### src/cps2_crypt_settings.svh
`ifndef CPS2_CRYPT_SETTINGS_SVH
`define CPS2_CRYPT_SETTINGS_SVH

// ----------------------------------------------------------
// Key loader
// ----------------------------------------------------------

// Bytes needed before the cipher key counts as loaded
`define CPS2_KEY_BYTES 20

// ----------------------------------------------------------
// Decrypter
// ----------------------------------------------------------

// Feistel rounds, one pipeline stage per round
`define CPS2_ROUNDS 4

// Cycles from fetch strobe to output strobe
// Stages beyond the round count only carry the word along
`define CPS2_LATENCY 4

`endif

### src/cps2_crypt_pkg.sv
`default_nettype none

package cps2_crypt_pkg;

    // ----------------------------------------------------------
    // Vector types
    // ----------------------------------------------------------

    typedef logic [159:0] cfg_t;    // Raw or scrambled configuration bits
    typedef logic [63:0]  key_t;    // Cipher key with two bytes per round
    typedef logic [15:0]  range_t;  // Upper bound on address bits 22 to 7
    typedef logic [22:0]  addr_t;   // Word address of a program fetch
    typedef logic [15:0]  word_t;   // Fetched opcode or data word
    typedef logic [7:0]   half_t;   // Feistel half, key byte or config byte

    // ----------------------------------------------------------
    // Key loader state machine
    // ----------------------------------------------------------

    // Nothing taken yet, partial load, full key present
    typedef enum logic [1:0] {
        LOAD_EMPTY   = 2'd0,
        LOAD_FILLING = 2'd1,
        LOAD_READY   = 2'd2
    } load_state_t;

endpackage

`default_nettype wire

### src/cps2_crypt_top.sv
`timescale 1ns/1ps
`default_nettype none

module cps2_crypt_top (
    input  wire                   clk,
    input  wire                   rst,
    input  cps2_crypt_pkg::half_t din,          // Key byte
    input  wire                   din_we,
    input  wire                   fetch_valid,
    input  cps2_crypt_pkg::addr_t fetch_addr,
    input  cps2_crypt_pkg::word_t fetch_data,
    output logic                  out_valid,    // Fetch strobe delayed by the pipeline latency
    output cps2_crypt_pkg::word_t out_data,
    output logic                  key_ready
);

    import cps2_crypt_pkg::*;

    key_t   key;
    range_t addr_rng;

    // ----------------------------------------------------------
    // Key path
    // ----------------------------------------------------------

    cps2_keyload u_keyload (
        .clk       (clk),
        .rst       (rst),
        .din       (din),
        .din_we    (din_we),
        .key       (key),
        .addr_rng  (addr_rng),
        .key_ready (key_ready)
    );

    // ----------------------------------------------------------
    // Fetch path
    // ----------------------------------------------------------

    cps2_fetch_decrypt u_fetch_decrypt (
        .clk         (clk),
        .rst         (rst),
        .fetch_valid (fetch_valid),
        .fetch_addr  (fetch_addr),
        .fetch_data  (fetch_data),
        .key         (key),
        .addr_rng    (addr_rng),
        .key_ready   (key_ready),
        .out_valid   (out_valid),
        .out_data    (out_data)
    );

endmodule

`default_nettype wire

### src/cps2_feistel.sv
`timescale 1ns/1ps
`default_nettype none

`include "cps2_crypt_settings.svh"

module cps2_feistel (
    input  wire                   clk,
    input  wire                   rst,
    input  wire                   in_valid,
    input  wire                   in_bypass,  // Word leaves the pipeline unchanged
    input  cps2_crypt_pkg::addr_t in_addr,
    input  cps2_crypt_pkg::word_t in_data,
    input  cps2_crypt_pkg::key_t  key,
    output logic                  out_valid,
    output cps2_crypt_pkg::word_t out_data
);

    import cps2_crypt_pkg::*;

    localparam int STAGES = `CPS2_LATENCY;  // At least one stage per round

    // Stage registers, index s holds the item after stage s
    logic  q_v [STAGES];
    logic  q_b [STAGES];
    half_t q_a [STAGES];  // Low address byte mixed into every round byte
    half_t q_l [STAGES];
    half_t q_r [STAGES];

    // ----------------------------------------------------------
    // Pipeline stages
    // ----------------------------------------------------------

    for (genvar s = 0; s < STAGES; s++) begin : g_stage
        logic  d_v;
        logic  d_b;
        half_t d_a;
        half_t d_l;
        half_t d_r;
        half_t n_l;  // Halves leaving this stage
        half_t n_r;

        // Stage 0 takes the fetch, later stages take the previous registers
        if (s == 0) begin : g_src_in
            assign d_v = in_valid;
            assign d_b = in_bypass;
            assign d_a = in_addr[7:0];
            assign d_l = in_data[15:8];
            assign d_r = in_data[7:0];
        end else begin : g_src_prev
            assign d_v = q_v[s-1];
            assign d_b = q_b[s-1];
            assign d_a = q_a[s-1];
            assign d_l = q_l[s-1];
            assign d_r = q_r[s-1];
        end

        if (s < `CPS2_ROUNDS) begin : g_round
            localparam int ROT = s + 1;  // Rotation grows by one bit per round
            half_t rk;
            half_t t;
            half_t f;

            assign rk = key[16*s +: 8] ^ d_a;                           // Key byte 2s with address
            assign t  = d_r ^ rk;
            assign f  = {t[7-ROT:0], t[7:8-ROT]} ^ key[16*s+8 +: 8];    // Then key byte 2s+1

            // Swap halves, the old left half absorbs the round function
            assign n_l = d_b ? d_l : d_r;
            assign n_r = d_b ? d_r : (d_l ^ f);
        end else begin : g_delay
            // Padding stage that only adds latency
            assign n_l = d_l;
            assign n_r = d_r;
        end

        always_ff @(posedge clk or posedge rst) begin
            if (rst) begin
                q_v[s] <= 1'b0;
            end else begin
                q_v[s] <= d_v;
            end
        end

        // Payload follows the valid bit without a reset
        always_ff @(posedge clk) begin
            q_b[s] <= d_b;
            q_a[s] <= d_a;
            q_l[s] <= n_l;
            q_r[s] <= n_r;
        end
    end

    // ----------------------------------------------------------
    // Output
    // ----------------------------------------------------------

    assign out_valid = q_v[STAGES-1];
    assign out_data  = {q_l[STAGES-1], q_r[STAGES-1]};  // Final left half on top

endmodule

`default_nettype wire

### src/cps2_fetch_decrypt.sv
`timescale 1ns/1ps
`default_nettype none

module cps2_fetch_decrypt (
    input  wire                    clk,
    input  wire                    rst,
    input  wire                    fetch_valid,  // One-cycle strobe per fetch
    input  cps2_crypt_pkg::addr_t  fetch_addr,
    input  cps2_crypt_pkg::word_t  fetch_data,
    input  cps2_crypt_pkg::key_t   key,
    input  cps2_crypt_pkg::range_t addr_rng,
    input  wire                    key_ready,
    output logic                   out_valid,
    output cps2_crypt_pkg::word_t  out_data
);

    import cps2_crypt_pkg::*;

    range_t addr_hi;   // Address bits compared against the bound
    logic   in_range;
    logic   bypass;

    // ----------------------------------------------------------
    // Range decision
    // ----------------------------------------------------------

    assign addr_hi  = fetch_addr[22:7];
    assign in_range = (addr_hi < addr_rng);  // Bound itself is already outside

    // Without a complete key nothing is decrypted
    assign bypass = ~key_ready | ~in_range;

    // ----------------------------------------------------------
    // Feistel pipeline
    // ----------------------------------------------------------

    // The decision travels with the word so a later key change cannot split it
    cps2_feistel u_feistel (
        .clk       (clk),
        .rst       (rst),
        .in_valid  (fetch_valid),
        .in_bypass (bypass),
        .in_addr   (fetch_addr),
        .in_data   (fetch_data),
        .key       (key),
        .out_valid (out_valid),
        .out_data  (out_data)
    );

endmodule

`default_nettype wire

### src/cps2_keyload.sv
`timescale 1ns/1ps
`default_nettype none

`include "cps2_crypt_settings.svh"

module cps2_keyload (
    input  wire                    clk,
    input  wire                    rst,
    input  cps2_crypt_pkg::half_t  din,       // Configuration byte
    input  wire                    din_we,    // Write strobe, one byte per rising edge
    output cps2_crypt_pkg::key_t   key,
    output cps2_crypt_pkg::range_t addr_rng,
    output logic                   key_ready
);

    import cps2_crypt_pkg::*;

    localparam int CFG_W = `CPS2_KEY_BYTES * 8;
    localparam int LANES = CFG_W / 16;                // 16-bit lanes in the configuration
    localparam int CNT_W = $clog2(`CPS2_KEY_BYTES + 1);

    logic             last_we;   // Strobe level seen at the previous edge
    logic             take;      // A new byte enters this cycle
    cfg_t             raw;       // Bytes in arrival order, first byte lowest
    wire cfg_t        cfg;       // Scrambled configuration
    logic [CNT_W-1:0] byte_cnt;
    load_state_t      state;
    load_state_t      state_nxt;

    // ----------------------------------------------------------
    // Byte capture
    // ----------------------------------------------------------

    // Only the rising edge of the strobe counts so a held strobe loads once
    assign take = din_we & ~last_we;

    always_ff @(posedge clk or posedge rst) begin
        if (rst) begin
            last_we <= 1'b0;
            raw     <= '0;
        end else begin
            last_we <= din_we;
            if (take) begin
                raw <= {din, raw[CFG_W-1:8]};  // New byte on top, older bytes move down
            end
        end
    end

    // ----------------------------------------------------------
    // Load tracking
    // ----------------------------------------------------------

    always_comb begin
        state_nxt = state;
        case (state)
            LOAD_EMPTY: begin
                if (take) begin
                    state_nxt = LOAD_FILLING;
                end
            end
            LOAD_FILLING: begin
                // The last byte of the key completes the load
                if (take && byte_cnt == CNT_W'(`CPS2_KEY_BYTES - 1)) begin
                    state_nxt = LOAD_READY;
                end
            end
            LOAD_READY: state_nxt = LOAD_READY;  // Later bytes still shift in
            default:    state_nxt = LOAD_EMPTY;
        endcase
    end

    always_ff @(posedge clk or posedge rst) begin
        if (rst) begin
            state    <= LOAD_EMPTY;
            byte_cnt <= '0;
        end else begin
            state <= state_nxt;
            if (take && state != LOAD_READY) begin
                byte_cnt <= byte_cnt + 1'b1;  // Stops counting once the key is complete
            end
        end
    end

    assign key_ready = (state == LOAD_READY);

    // ----------------------------------------------------------
    // Lane scramble
    // ----------------------------------------------------------

    // Output lane j is counted from the top and draws on raw lane j counted from the bottom
    for (genvar j = 0; j < LANES; j++) begin : g_lane
        localparam int OB = CFG_W - 1 - 16 * j;           // Top output bit of this lane
        localparam int RB = 16 * j;                       // Bottom raw bit of the source lane
        localparam int WB = (RB + CFG_W - 8) % CFG_W;     // Two bits borrowed from below

        // Raw bits 10 to 15 fill the top six, lower raw bit goes higher
        for (genvar k = 0; k < 6; k++) begin : g_top
            assign cfg[OB - k] = raw[RB + 10 + k];
        end

        // Raw bits 0 to 7 fill the middle eight
        for (genvar k = 0; k < 8; k++) begin : g_mid
            assign cfg[OB - 6 - k] = raw[RB + k];
        end

        assign cfg[OB - 14] = raw[WB];      // Wraps to the top byte for lane 0
        assign cfg[OB - 15] = raw[WB + 1];
    end

    // ----------------------------------------------------------
    // Key and range extraction
    // ----------------------------------------------------------

    // Low four lanes in reversed order, lowest lane at the top of the key
    assign key = {cfg[15:0], cfg[31:16], cfg[47:32], cfg[63:48]};

    assign addr_rng = cfg[79:64];  // Fifth lane from the bottom

endmodule

`default_nettype wire
### config.mk
export PLATFORM = sky130hd
export DESIGN_NAME = cps2_crypt_top
export DESIGN_NICKNAME = d
export VERILOG_FILES = /design/src/cps2_crypt_pkg.sv /design/src/cps2_crypt_top.sv /design/src/cps2_feistel.sv /design/src/cps2_fetch_decrypt.sv /design/src/cps2_keyload.sv
export VERILOG_INCLUDE_DIRS = /design/src /design/src/src
export SDC_FILE = /design/constraint.sdc
export NUM_CORES = 1
export LEC_CHECK = 0
export BUFFER_PORTS_ARGS = -buffer_cell sky130_fd_sc_hd__buf_4
export CELL_PAD_IN_SITES_DETAIL_PLACEMENT = 1
export CELL_PAD_IN_SITES_GLOBAL_PLACEMENT = 2
export CORE_UTILIZATION = 30
export CTS_CLUSTER_SIZE = 40
export DETAILED_ROUTE_END_ITERATION = 10
export GPL_TIMING_DRIVEN = 0
export PLACE_DENSITY = 0.73
export SYNTH_ARGS = -nofsm -noshare
export SYNTH_HDL_FRONTEND = slang
export SYNTH_HIERARCHICAL = 1
export SYNTH_SLANG_ARGS = --single-unit
### constraint.sdc
create_clock -name clk -period 3.2 [get_ports clk]
set_input_delay 0.16 -clock clk [delete_from_list [all_inputs] [get_ports clk]]
set_output_delay 0.16 -clock clk [all_outputs]
set_load 0.005 [all_outputs]
==> results of run 1 <==
## cell usage in the layout, fill, tap and decap left out, drive strengths merged, types with 3 or more instances in the layout
master	n
inv	28
o21ai	36
mux2	33
a21oi	6
buf	173
xnor3	32
nor2b	3
xnor2	67
dfrtp	94
ha	19
nand4	3
clkinvlp	4
clkinv	3
dlygate4sd3	36
dfxtp	91
clkbuf	26
nand2	284
## stage by stage
step                util [%]  TNS (ns)  setup slack (ns)
global placement       34.48    -78.08           -0.8809
finish                 38.03         0            0.1685
CTS                    38.02         0           0.08436
detailed placement     34.59         0            0.6111
floorplan                  -         0            0.7047
global route           38.03         0           0.04202
## worst min-delay path: stages
cell	delay (ns)
buf_4	0.10
nand2_1	0.05
o21ai_1	0.10
## repair_timing
action                                  4_1_cts  5_1_grt
endpoints found under the hold margin        62        0
endpoints found under the setup margin        0        1
hold buffers                                 36        0
resized for setup                             0        1
## metal layers
layer  vias to the layer above  wire [um]
met4                         0        215
met5                         -          0
met1                      2624      10390
met3                        11        511
met2                        79       9313
li1                       2752          -
## cell families after synthesis
logic type | after synthesis | synth area share, %
fa+ha+maj | 19 | 2.823
compound gates | 50 | 3.566
xor+xnor | 100 | 15.63
buf+inv | 133 | 10.06
mux | 33 | 4.413
simple gates | 298 | 13.94
flops | 185 | 49.57
## where the power goes
part | internal, mW | switching (mW) | total [mW]
sequential | 2.98 | 0.533 | 3.52
clock | 1.08 | 0.972 | 2.05
combinational | 1.71 | 1.20 | 2.91
total | 5.78 | 2.70 | 8.48
## final cells by class
class | instances | area [um2]
Buffer | 111 | 767.0
Clock buffer | 19 | 464.2
Clock inverter | 13 | 108.9
Fill cell | 3074 | 16890
Inverter | 22 | 85.08
Multi-Input combinational cell | 500 | 3400
Sequential cell | 185 | 4174
Tap cell | 372 | 465.4
Timing Repair Buffer | 105 | 898.4
## flip-flops by register name, summed over array words and instances (netlist names)
signal and flops:
u_fetch_decrypt/u_feistel/q_a 24, u_fetch_decrypt/u_feistel/q_l 32, u_keyload/byte_cnt 5, u_fetch_decrypt/u_feistel/out_valid 1, u_fetch_decrypt/u_feistel/g_stage.d_v 3, u_fetch_decrypt/u_feistel/q_r 32, u_fetch_decrypt/u_feistel/q_b 3, u_keyload/state 2
u_keyload/last_we 1, u_keyload/raw 82
## final timing paths
kind	start	endpoint	slack [ns]
setup reg to reg	u_keyload/raw[91]	u_fetch_decrypt/u_feistel/q_l[0][4]	0.17
max in group asynchronous	rst	u_keyload/raw[114]	2.21
setup / recovery	u_keyload/raw[91]	u_fetch_decrypt/u_feistel/q_l[0][4]	0.17
min in group asynchronous	rst	u_fetch_decrypt/u_feistel/out_valid	0.19
hold / removal	fetch_data[1]	u_fetch_decrypt/u_feistel/q_r[0][1]	0.04
hold reg to reg	u_fetch_decrypt/u_feistel/q_b[0]	u_fetch_decrypt/u_feistel/q_b[1]	0.35
==> key figures, run 1 <==
Synthesis
  – Synth cell count leaders: nand2_1, dfrtp_1, dfxtp_1
  – Synth Register Bits: 185
  – Synth warn: 6
  – Top-area cell type share of the netlist area: 27.93%
  – Register area share after synthesis: 49.57%
  – Post-synth cell types: 32
  – Syn avg cell area: 10.29 um2
  – Post-Syn Nets: 888
  – Post-synth EDFFs: 0
  – Top FF cell, synth: dfrtp_1
  – Largest cells by area after synthesis: dfrtp_1, dfxtp_1, nand2_1, xnor3_1, buf_4
  – Ys async rst share: 50.81%
  – Netlist Area Pre-Place: 8421 um2
  – Leading area contributor after synthesis: dfrtp_1
  – Count leader, synth: nand2_1
  – Post-Syn Instances: 818

Power
  – Leakage power: 5.049 nW
  – Power per Cell Area: 818.8 nW/um2
  – Max rail drop VDD: 0.3612 mV
  – Total Power: 8.485 mW

Place
  – Placed cell areas: 9427 um2
  – Post-detail-place hpwl: 15450 um
  – GP Congestion: 0.7544
  – Placed instance count: 1259
  – IO Port Bufs: 68

Timing
  – Finish-stage setup viols: 0
  – RSZ-0062 raised after global routing: false
  – Max-slew headroom: 61.61%
  – Worst-Margin Slew: 0.5758 ns
  – Min cycle time layout: 3.031 ns
  – Post-route clock period utilization: 94.73%
  – Hold WS: 0.03691 ns
  – Final Hold Vio Count: 0
  – Slew Viols, Final: 0
  – Fmax: 0.3299 GHz
  – Clk_skew: 0.01521 ns

Route
  – DRT Wirelength: 20430 um
  – Wire per inst: 15.40 um
  – DRC Markers: 0
  – Post-route ant nets: 0
  – Vias: 5466
  – DR iter-0 viols: 209
  – Vias/cell: 4.119
  – Pre-antenna DRT Iters: 4

GRT
  – Largest net degree at the start of global routing: 66
  – GRT Total Usage: 15.41%
  – Busiest grt layer: met2
  – Met1 Use GR: 21.50%
  – First-pass GRT wire length: 33190 um
  – Met2 Usage GRT: 24.46%
  – Number of global-route vias before repair: 5887
  – Gr ovfl total: 0
  – M3 GR Usage: 2.705%
  – Initial antenna violation count: 0

Worst setup path
  – CP max stage delay: 0.55 ns
  – WP depth: 10
  – Slowest-stage cell, CP: dlygate4sd3_1
  – CP Buf/Inv Count: 5
  – Startpoint Class: register
  – Critical Setup Path Class: register to register
  – Crit path DAT: 3.35 ns
  – Setup crit end kind: register
  – Worst r2r path cells: 10
  – Crit-path max FO: 10
  – CP required: 3.52 ns
  – Critical-path cell list: buf_4 > inv_1 > ha_1 > nand4_1 > o41a_1 > o211ai_2 > buf_2 > clkbuf_4 > mux2_2 > dlygate4sd3_1
  – Delay-heaviest family, CP: buffers and inverters

Floorplan
  – Initial Utilization: 30.90%
  – Row Count: 60
  – DIE HEIGHT: 169.5 um
  – Die X-Extent: 169.5 um
  – I/O pins: 69
  – Core area: 27250 um2
  – Full die area: 28740 um2

Finish
  – Antenna cell count: 0
  – Post-Layout Cell Count: 1327
  – Final nets: 1012
  – Area added between synthesis and finish: 23.06%
  – Post-layout instance area: 10360 um2
  – Share of layout cells above drive strength 1: 25.76%

Hold path
  – Cells on Worst Hold Path: 3
  – Worst hold path class: input port to register

CTS
  – Total clock sinks: 185
  – Worst-case clock buffer depth: 2
  – CTS root buffer: clkbuf_16
  – H-Tree Depth: 4
  – Post CTS Setup Buffer Count: 0
  – Worst-Skew Late Latency: 0.43 ns
  – Total CTS buffers: 17
  – Reg clk slew, reported paths: 0.07 ns
  – CTS tree: built

Job
  – Max-cap viol count: 0

Run status
  – Status: finished, final reports clean
No activity file was read; power rests on OpenSTA's default activity.
==> run 2: changes to the inputs <==
--- a/config.mk
+++ b/config.mk
@@ -9,11 +9,11 @@
 export BUFFER_PORTS_ARGS = -buffer_cell sky130_fd_sc_hd__buf_4
 export CELL_PAD_IN_SITES_DETAIL_PLACEMENT = 1
 export CELL_PAD_IN_SITES_GLOBAL_PLACEMENT = 2
-export CORE_UTILIZATION = 30
+export CORE_UTILIZATION = 39
 export CTS_CLUSTER_SIZE = 40
 export DETAILED_ROUTE_END_ITERATION = 10
 export GPL_TIMING_DRIVEN = 0
-export PLACE_DENSITY = 0.73
+export PLACE_DENSITY = 0.88
 export SYNTH_ARGS = -nofsm -noshare
 export SYNTH_HDL_FRONTEND = slang
 export SYNTH_HIERARCHICAL = 1
==> constraint.sdc (replaced) <==
create_clock -name clk -period 2.88 [get_ports clk]
set_input_delay 0.144 -clock clk [delete_from_list [all_inputs] [get_ports clk]]
set_output_delay 0.144 -clock clk [all_outputs]
set_load 0.005 [all_outputs]
==> run 2 against run 1 <==
Compared with the run above: die area is 23% lower; flip-flop and latch count stayed put; clock skew shrank 0.0039 ns; core utilization is 11 points higher; sequential power grew 11%; first-iteration DRC count is 7.2% higher; sequential share of layout area grew 0.29 points; maximum frequency increased by 9.8%; final area decreased by 0.72%; largest power group unchanged; global-route usage is 4.6 points higher; setup slack got worse by 0.048 ns.
==> key figures, run 2 (same netlist as run 1, synthesis figures left out) <==
Floorplan
  – Full die area: 22180 um2 (was 28740 um2)
  – Row Count: 53 (was 60)
  – Die X-Extent: 148.9 um (was 169.5 um)
  – Core area: 21090 um2 (was 27250 um2)
  – Initial Utilization: 39.93% (was 30.90%)
  – DIE HEIGHT: 148.9 um (was 169.5 um)
  – I/O pins: 69 (unchanged)

Route
  – DRC Markers: 0 (unchanged)
  – Wire per inst: 16.61 um (was 15.40 um)
  – DR iter-0 viols: 224 (was 209)
  – Post-route ant nets: 0 (unchanged)
  – DRT Wirelength: 20440 um (was 20430 um)
  – Vias/cell: 4.539 (was 4.119)
  – Vias: 5588 (was 5466)
  – Pre-antenna DRT Iters: 4 (unchanged)

Run status
  – Status: finished, final reports clean (unchanged)

Worst setup path
  – Crit-path max FO: 6 (was 10)
  – Reg-to-reg setup timing slack: 0.12 ns (was 0.17 ns)
  – Critical Setup Path Class: register to register (unchanged)
  – Worst R2R End: u_fetch_decrypt/u_feistel/q_l[0][7] (was u_fetch_decrypt/u_feistel/q_l[0][4])
  – Setup crit end kind: register (unchanged)
  – Startpoint Class: register (unchanged)
  – CP required: 3.20 ns (was 3.52 ns)
  – Slowest-stage cell, CP: dlygate4sd3_1 (unchanged)
  – Worst r2r src: u_keyload/raw[92] (was u_keyload/raw[91])
  – Critical-path cell list: buf_4 > inv_1 > ha_1 > nand4_1 > o41a_1 > o211ai_2 > buf_6 > mux2_2 > dlygate4sd3_1 (was buf_4 > inv_1 > ha_1 > nand4_1 > o41a_1 > o211ai_2 > buf_2 > clkbuf_4 > mux2_2 > dlygate4sd3_1)
  – Worst r2r path cells: 9 (was 10)
  – CP max stage delay: 0.55 ns (about the same)
  – Crit path DAT: 3.08 ns (was 3.35 ns)

Timing
  – Min cycle time layout: 2.760 ns (was 3.031 ns)
  – Slew Viols, Final: 0 (unchanged)
  – Max-slew headroom: 62.48% (was 61.61%)
  – Clk_skew: 0.01132 ns (was 0.01521 ns)
  – Worst-Margin Slew: 0.5628 ns (was 0.5758 ns)
  – Final Hold Vio Count: 0 (unchanged)
  – Hold WS: 0.1672 ns (was 0.03691 ns)
  – Fmax: 0.3624 GHz (was 0.3299 GHz)
  – RSZ-0062 raised after global routing: false (unchanged)
  – Post-route clock period utilization: 95.82% (was 94.73%)
  – Total Neg Setup Slack: 0 ns (unchanged)
  – Finish-stage setup viols: 0 (unchanged)

CTS
  – H-Tree Depth: 4 (unchanged)
  – CTS tree: built (unchanged)
  – Total clock sinks: 185 (unchanged)
  – CTS root buffer: clkbuf_16 (unchanged)
  – Reg clk slew, reported paths: 0.07 ns (about the same)
  – Worst-Skew Late Latency: 0.44 ns (was 0.43 ns)
  – Worst-case clock buffer depth: 2 (unchanged)
  – Post CTS Setup Buffer Count: 0 (unchanged)
  – Total CTS buffers: 17 (unchanged)

GRT
  – Initial antenna violation count: 0 (unchanged)
  – Gr ovfl total: 0 (unchanged)
  – GRT Total Usage: 20.04% (was 15.41%)
  – First-pass GRT wire length: 33150 um (was 33190 um)
  – Largest net degree at the start of global routing: 67 (was 66)
  – Number of global-route vias before repair: 6106 (was 5887)

Finish
  – Commonest non-fill, non-tap cell in the layout: nand2_1 (unchanged)
  – Max reg flops: 82 (unchanged)
  – Antenna cell count: 0 (unchanged)
  – Area added between synthesis and finish: 22.17% (was 23.06%)
  – Most frequent cells in the layout: nand2_1, buf_4, dfrtp_1 (unchanged)
  – Top reg by flops: u_keyload/raw (unchanged)
  – Final nets: 1013 (was 1012)
  – Regs by FF count: u_keyload/raw x82, u_fetch_decrypt/u_feistel/q_l x32, u_fetch_decrypt/u_feistel/q_r x32 (unchanged)
  – Share of layout cells above drive strength 1: 25.73% (was 25.76%)

Hold path
  – Worst hold path class: input port to async pin (was input port to register)

Power
  – Total Power: 9.580 mW (was 8.485 mW)
  – Max rail drop VDD: 0.4563 mV (was 0.3612 mV)
  – Leakage power: 5.082 nW (was 5.049 nW)
  – Power per Cell Area: 931.2 nW/um2 (was 818.8 nW/um2)

Place
  – IO Port Bufs: 68 (unchanged)
  – GP Congestion: 0.7588 (was 0.7544)
  – Post-detail-place hpwl: 14960 um (was 15450 um)

Job
  – Max-cap viol count: 0 (unchanged)
## run 2: area by class of cell
class                           count  area [um2]
Buffer                            111       770.7
Clock buffer                       21       514.2
Clock inverter                     11       91.34
Fill cell                        2332       10800
Inverter                           22       85.08
Multi-Input combinational cell    500        3400
Sequential cell                   185        4174
Tap cell                          275       344.1
Timing Repair Buffer              106       908.4
## run 2: repair_timing
item,in CTS,in global routing
gates resized for setup,0,3
hold buffers,37,0
endpoints found under the setup margin,0,2
endpoints found under the hold margin,62,0
## run 2: stage by stage
| stage | std cells | util (%) | instance area [um2] | setup slack [ns] |
|---|---|---|---|---|
| CTS | 1231 | 48.75 | 10280 | 0.04281 |
| global placement | 1161 | 43.98 | 9275 | -1.006 |
| detailed placement | 1162 | 44.13 | 9305 | 0.3304 |
| global route | 1231 | 48.78 | 10290 | 0.02373 |
| floorplan | 818 | - | 8421 | 0.4007 |
| finish | 1231 | 48.78 | 10290 | 0.1203 |
## run 2: critical path, delay by kind of cell, from the launching register on
| kind | cells | cell delay, ns |
|---|---|---|
| compound gates | 2 | 0.57 |
| fa+ha+maj | 1 | 0.29 |
| buf+inv | 4 | 0.90 |
| flops | 1 | 0.42 |
| mux | 1 | 0.33 |
| simple gates | 1 | 0.14 |
## run 2: where the power goes
part | switching (mW) | internal [mW]
Combinational | 1.38 | 1.91
Clock | 1.06 | 1.31
Sequential | 0.597 | 3.32
Total | 3.05 | 6.53
## run 2: routing by layer
metal	GRT usage (%)	part of all wire [%]	vias to the layer above	wire [um]
met4	6.378	1.5	0	298
met5	0	0	-	0
met1	26.34	47	2731	9696
met3	3.761	2.6	17	541
li1	-	-	2759	-
met2	33.28	48	81	9908
## run 2: worst max-delay path by stage
stage / to / cells after the start / slack, ns / start
after CTS: u_fetch_decrypt/u_feistel/q_l[0][7] / 9 / 0.04 / u_keyload/raw[92]
after floorplan: u_keyload/byte_cnt[0] / 1 / 0.40 / rst
final: u_fetch_decrypt/u_feistel/q_l[0][7] / 9 / 0.12 / u_keyload/raw[92]
after detailed placement: u_fetch_decrypt/u_feistel/q_l[0][5] / 9 / 0.33 / u_keyload/raw[92]
after global routing: u_fetch_decrypt/u_feistel/q_l[0][7] / 9 / 0.02 / u_keyload/raw[92]
after global placement: u_keyload/raw[108] / 2 / -1.01 / rst
==> run 3: changes to the inputs <==
--- a/config.mk
+++ b/config.mk
@@ -13,7 +13,7 @@
 export CTS_CLUSTER_SIZE = 40
 export DETAILED_ROUTE_END_ITERATION = 10
 export GPL_TIMING_DRIVEN = 0
-export PLACE_DENSITY = 0.88
+export PLACE_DENSITY_LB_ADDON = 0.1
 export SYNTH_ARGS = -nofsm -noshare
 export SYNTH_HDL_FRONTEND = slang
 export SYNTH_HIERARCHICAL = 1
==> run 3 against run 2 <==
Compared with the run above: wire length decreased by 0.20%; worst hold slack about the same; first-iteration DRC count decreased by 21%; maximum frequency increased by 0.65%; critical path type unchanged; largest power group unchanged.
==> key figures, run 3 (same netlist as run 1, synthesis figures left out) <==
Worst setup path
  – Slowest-stage cell, CP: dlygate4sd3_1 (unchanged)
  – Startpoint Class: register (unchanged)
  – CP Buf/Inv Count: 4 (unchanged)
  – Critical-path cell list: buf_4 > inv_1 > ha_1 > and4_1 > nand2_1 > o41a_1 > o211ai_2 > buf_4 > mux2_2 > dlygate4sd3_1 (was buf_4 > inv_1 > ha_1 > nand4_1 > o41a_1 > o211ai_2 > buf_6 > mux2_2 > dlygate4sd3_1)
  – Critical Setup Path Class: register to register (unchanged)
  – Worst r2r path cells: 10 (was 9)
  – CP required: 3.20 ns (about the same)
  – Reg-to-reg setup timing slack: 0.14 ns (was 0.12 ns)
  – Worst r2r src: u_keyload/raw[94] (was u_keyload/raw[92])
  – Worst R2R End: u_fetch_decrypt/u_feistel/q_l[0][7] (unchanged)
  – Setup crit end kind: register (unchanged)
  – CP max stage delay: 0.55 ns (about the same)
  – Delay-heaviest family, CP: buffers and inverters (unchanged)
  – Crit path DAT: 3.06 ns (was 3.08 ns)
  – Cell repeated most along the worst path: buf_4
  – Crit-path max FO: 6 (unchanged)

CTS
  – Total clock sinks: 185 (unchanged)
  – Total CTS buffers: 17 (unchanged)
  – CTS tree: built (unchanged)
  – Post CTS Setup Buffer Count: 0 (unchanged)
  – CTS root buffer: clkbuf_16 (unchanged)
  – Reg clk slew, reported paths: 0.07 ns (about the same)
  – H-Tree Depth: 4 (unchanged)
  – Worst-case clock buffer depth: 2 (unchanged)
  – Worst-Skew Late Latency: 0.43 ns (was 0.44 ns)

Floorplan
  – Row Count: 53 (unchanged)
  – Initial Utilization: 39.93% (unchanged)
  – Core area: 21090 um2 (unchanged)
  – I/O pins: 69 (unchanged)
  – Die X-Extent: 148.9 um (unchanged)
  – Full die area: 22180 um2 (unchanged)
  – DIE HEIGHT: 148.9 um (unchanged)

Power
  – Total Power: 9.277 mW (was 9.580 mW)
  – Leakage power: 5.031 nW (was 5.082 nW)
  – Power per Cell Area: 910.6 nW/um2 (was 931.2 nW/um2)
  – Max rail drop VDD: 0.4180 mV (was 0.4563 mV)

Route
  – Vias/cell: 4.525 (was 4.539)
  – DRT Wirelength: 20400 um (was 20440 um)
  – Pre-antenna DRT Iters: 4 (unchanged)
  – Post-route ant nets: 0 (unchanged)
  – DRC Markers: 0 (unchanged)
  – Wire per inst: 16.59 um (was 16.61 um)
  – Vias: 5566 (was 5588)
  – DR iter-0 viols: 176 (was 224)

Finish
  – Final nets: 1012 (was 1013)
  – Post-layout instance area: 10190 um2 (was 10290 um2)
  – Area added between synthesis and finish: 21.00% (was 22.17%)
  – Regs by FF count: u_keyload/raw x82, u_fetch_decrypt/u_feistel/q_l x32, u_fetch_decrypt/u_feistel/q_r x32 (unchanged)
  – Antenna cell count: 0 (unchanged)
  – Most frequent cells in the layout: nand2_1, buf_4, dfrtp_1 (unchanged)
  – Share of layout cells above drive strength 1: 25.34% (was 25.73%)
  – Commonest non-fill, non-tap cell in the layout: nand2_1 (unchanged)
  – Max reg flops: 82 (unchanged)
  – Top reg by flops: u_keyload/raw (unchanged)

Hold path
  – Worst hold path class: input port to async pin (unchanged)

Run status
  – Status: finished, final reports clean (unchanged)

Place
  – Placed cell areas: 9305 um2 (unchanged)
  – GP Congestion: 0.8765 (was 0.7588)
  – IO Port Bufs: 68 (unchanged)
  – Post-detail-place hpwl: 15630 um (was 14960 um)

Timing
  – Final Hold Vio Count: 0 (unchanged)
  – Post-route clock period utilization: 95.20% (was 95.82%)
  – Worst-Margin Slew: 0.4877 ns (was 0.5628 ns)
  – Clk_skew: 0.01263 ns (was 0.01132 ns)
  – Min cycle time layout: 2.742 ns (was 2.760 ns)
  – Slew Viols, Final: 0 (unchanged)
  – Fmax: 0.3647 GHz (was 0.3624 GHz)
  – RSZ-0062 raised after global routing: false (unchanged)
  – Max-slew headroom: 67.49% (was 62.48%)
  – Finish-stage setup viols: 0 (unchanged)

GRT
  – Number of global-route vias before repair: 5961 (was 6106)
  – Initial antenna violation count: 0 (unchanged)
  – Gr ovfl total: 0 (unchanged)
  – Largest net degree at the start of global routing: 61 (was 67)
  – First-pass GRT wire length: 32830 um (was 33150 um)
  – GRT Total Usage: 19.84% (was 20.04%)

Job
  – Max-cap viol count: 0 (unchanged)
run 3: repair_timing:
item | 4_1_cts | 5_1_grt
setup endpoints to repair | 0 | 1
endpoints found under the hold margin | 68 | 0
hold buffers | 36 | 0
resized for setup | 0 | 2
run 3: cell type report:
class,count,area [um2]
buffer,111,767.0
inverter,22,85.08
fill,2340,10900
timing repair buffer,105,898.4
tap,275,344.1
clock buffer,20,446.7
clock inverter,12,73.82
sequential,185,4174
multi-input combinational,500,3400
run 3: layer usage:
| layer | share of wire (%) | global-route usage [%] | vias to the layer above |
|---|---|---|---|
| met5 | 0 | 0 | - |
| met4 | 1.1 | 5.102 | 0 |
| met3 | 2.5 | 3.242 | 16 |
| met2 | 50 | 33.91 | 74 |
| met1 | 47 | 26.02 | 2720 |
| li1 | - | - | 2756 |
run 3: stage by stage:
step	instances	TNS, ns	util (%)	hold slack, ns	setup slack, ns
floorplan	818	0	-	-0.08992	0.4007
detailed placement	1162	0	44.13	0.05758	0.3199
global route	1230	0	48.31	0.1898	0.02463
CTS	1230	0	48.30	0.1560	0.05797
global placement	1161	-83.93	43.98	0.03843	-0.9436
finish	1230	0	48.31	0.1676	0.1381
run 3: worst max path at each step:
stage	from	endpoint	cells past startpoint
after floorplan	rst	u_keyload/byte_cnt[0]	1
after global placement	rst	u_keyload/raw[102]	2
after detailed placement	u_keyload/raw[94]	u_fetch_decrypt/u_feistel/q_l[0][4]	10
after CTS	u_keyload/raw[94]	u_fetch_decrypt/u_feistel/q_l[0][7]	10
after global routing	u_keyload/raw[94]	u_fetch_decrypt/u_feistel/q_l[0][7]	10
final	u_keyload/raw[94]	u_fetch_decrypt/u_feistel/q_l[0][7]	10
run 3: report_power, final:
group          internal, mW  total [mW]  switching (mW)
registers              3.32        3.92           0.601
clock network          1.12        2.11           0.989
logic                  1.90        3.25            1.35
total                  6.34        9.28            2.94
run 3: worst register-to-register path, delay by kind of cell, from the launching register on:
family / cells / cell delay [ns]
AO/OA/AOI/OAI: 2 / 0.42
adder cells (fa/ha/maj): 1 / 0.31
buffers and inverters: 4 / 0.90
flip-flops: 1 / 0.38
multiplexers: 1 / 0.33
AND/OR/NAND/NOR: 2 / 0.29
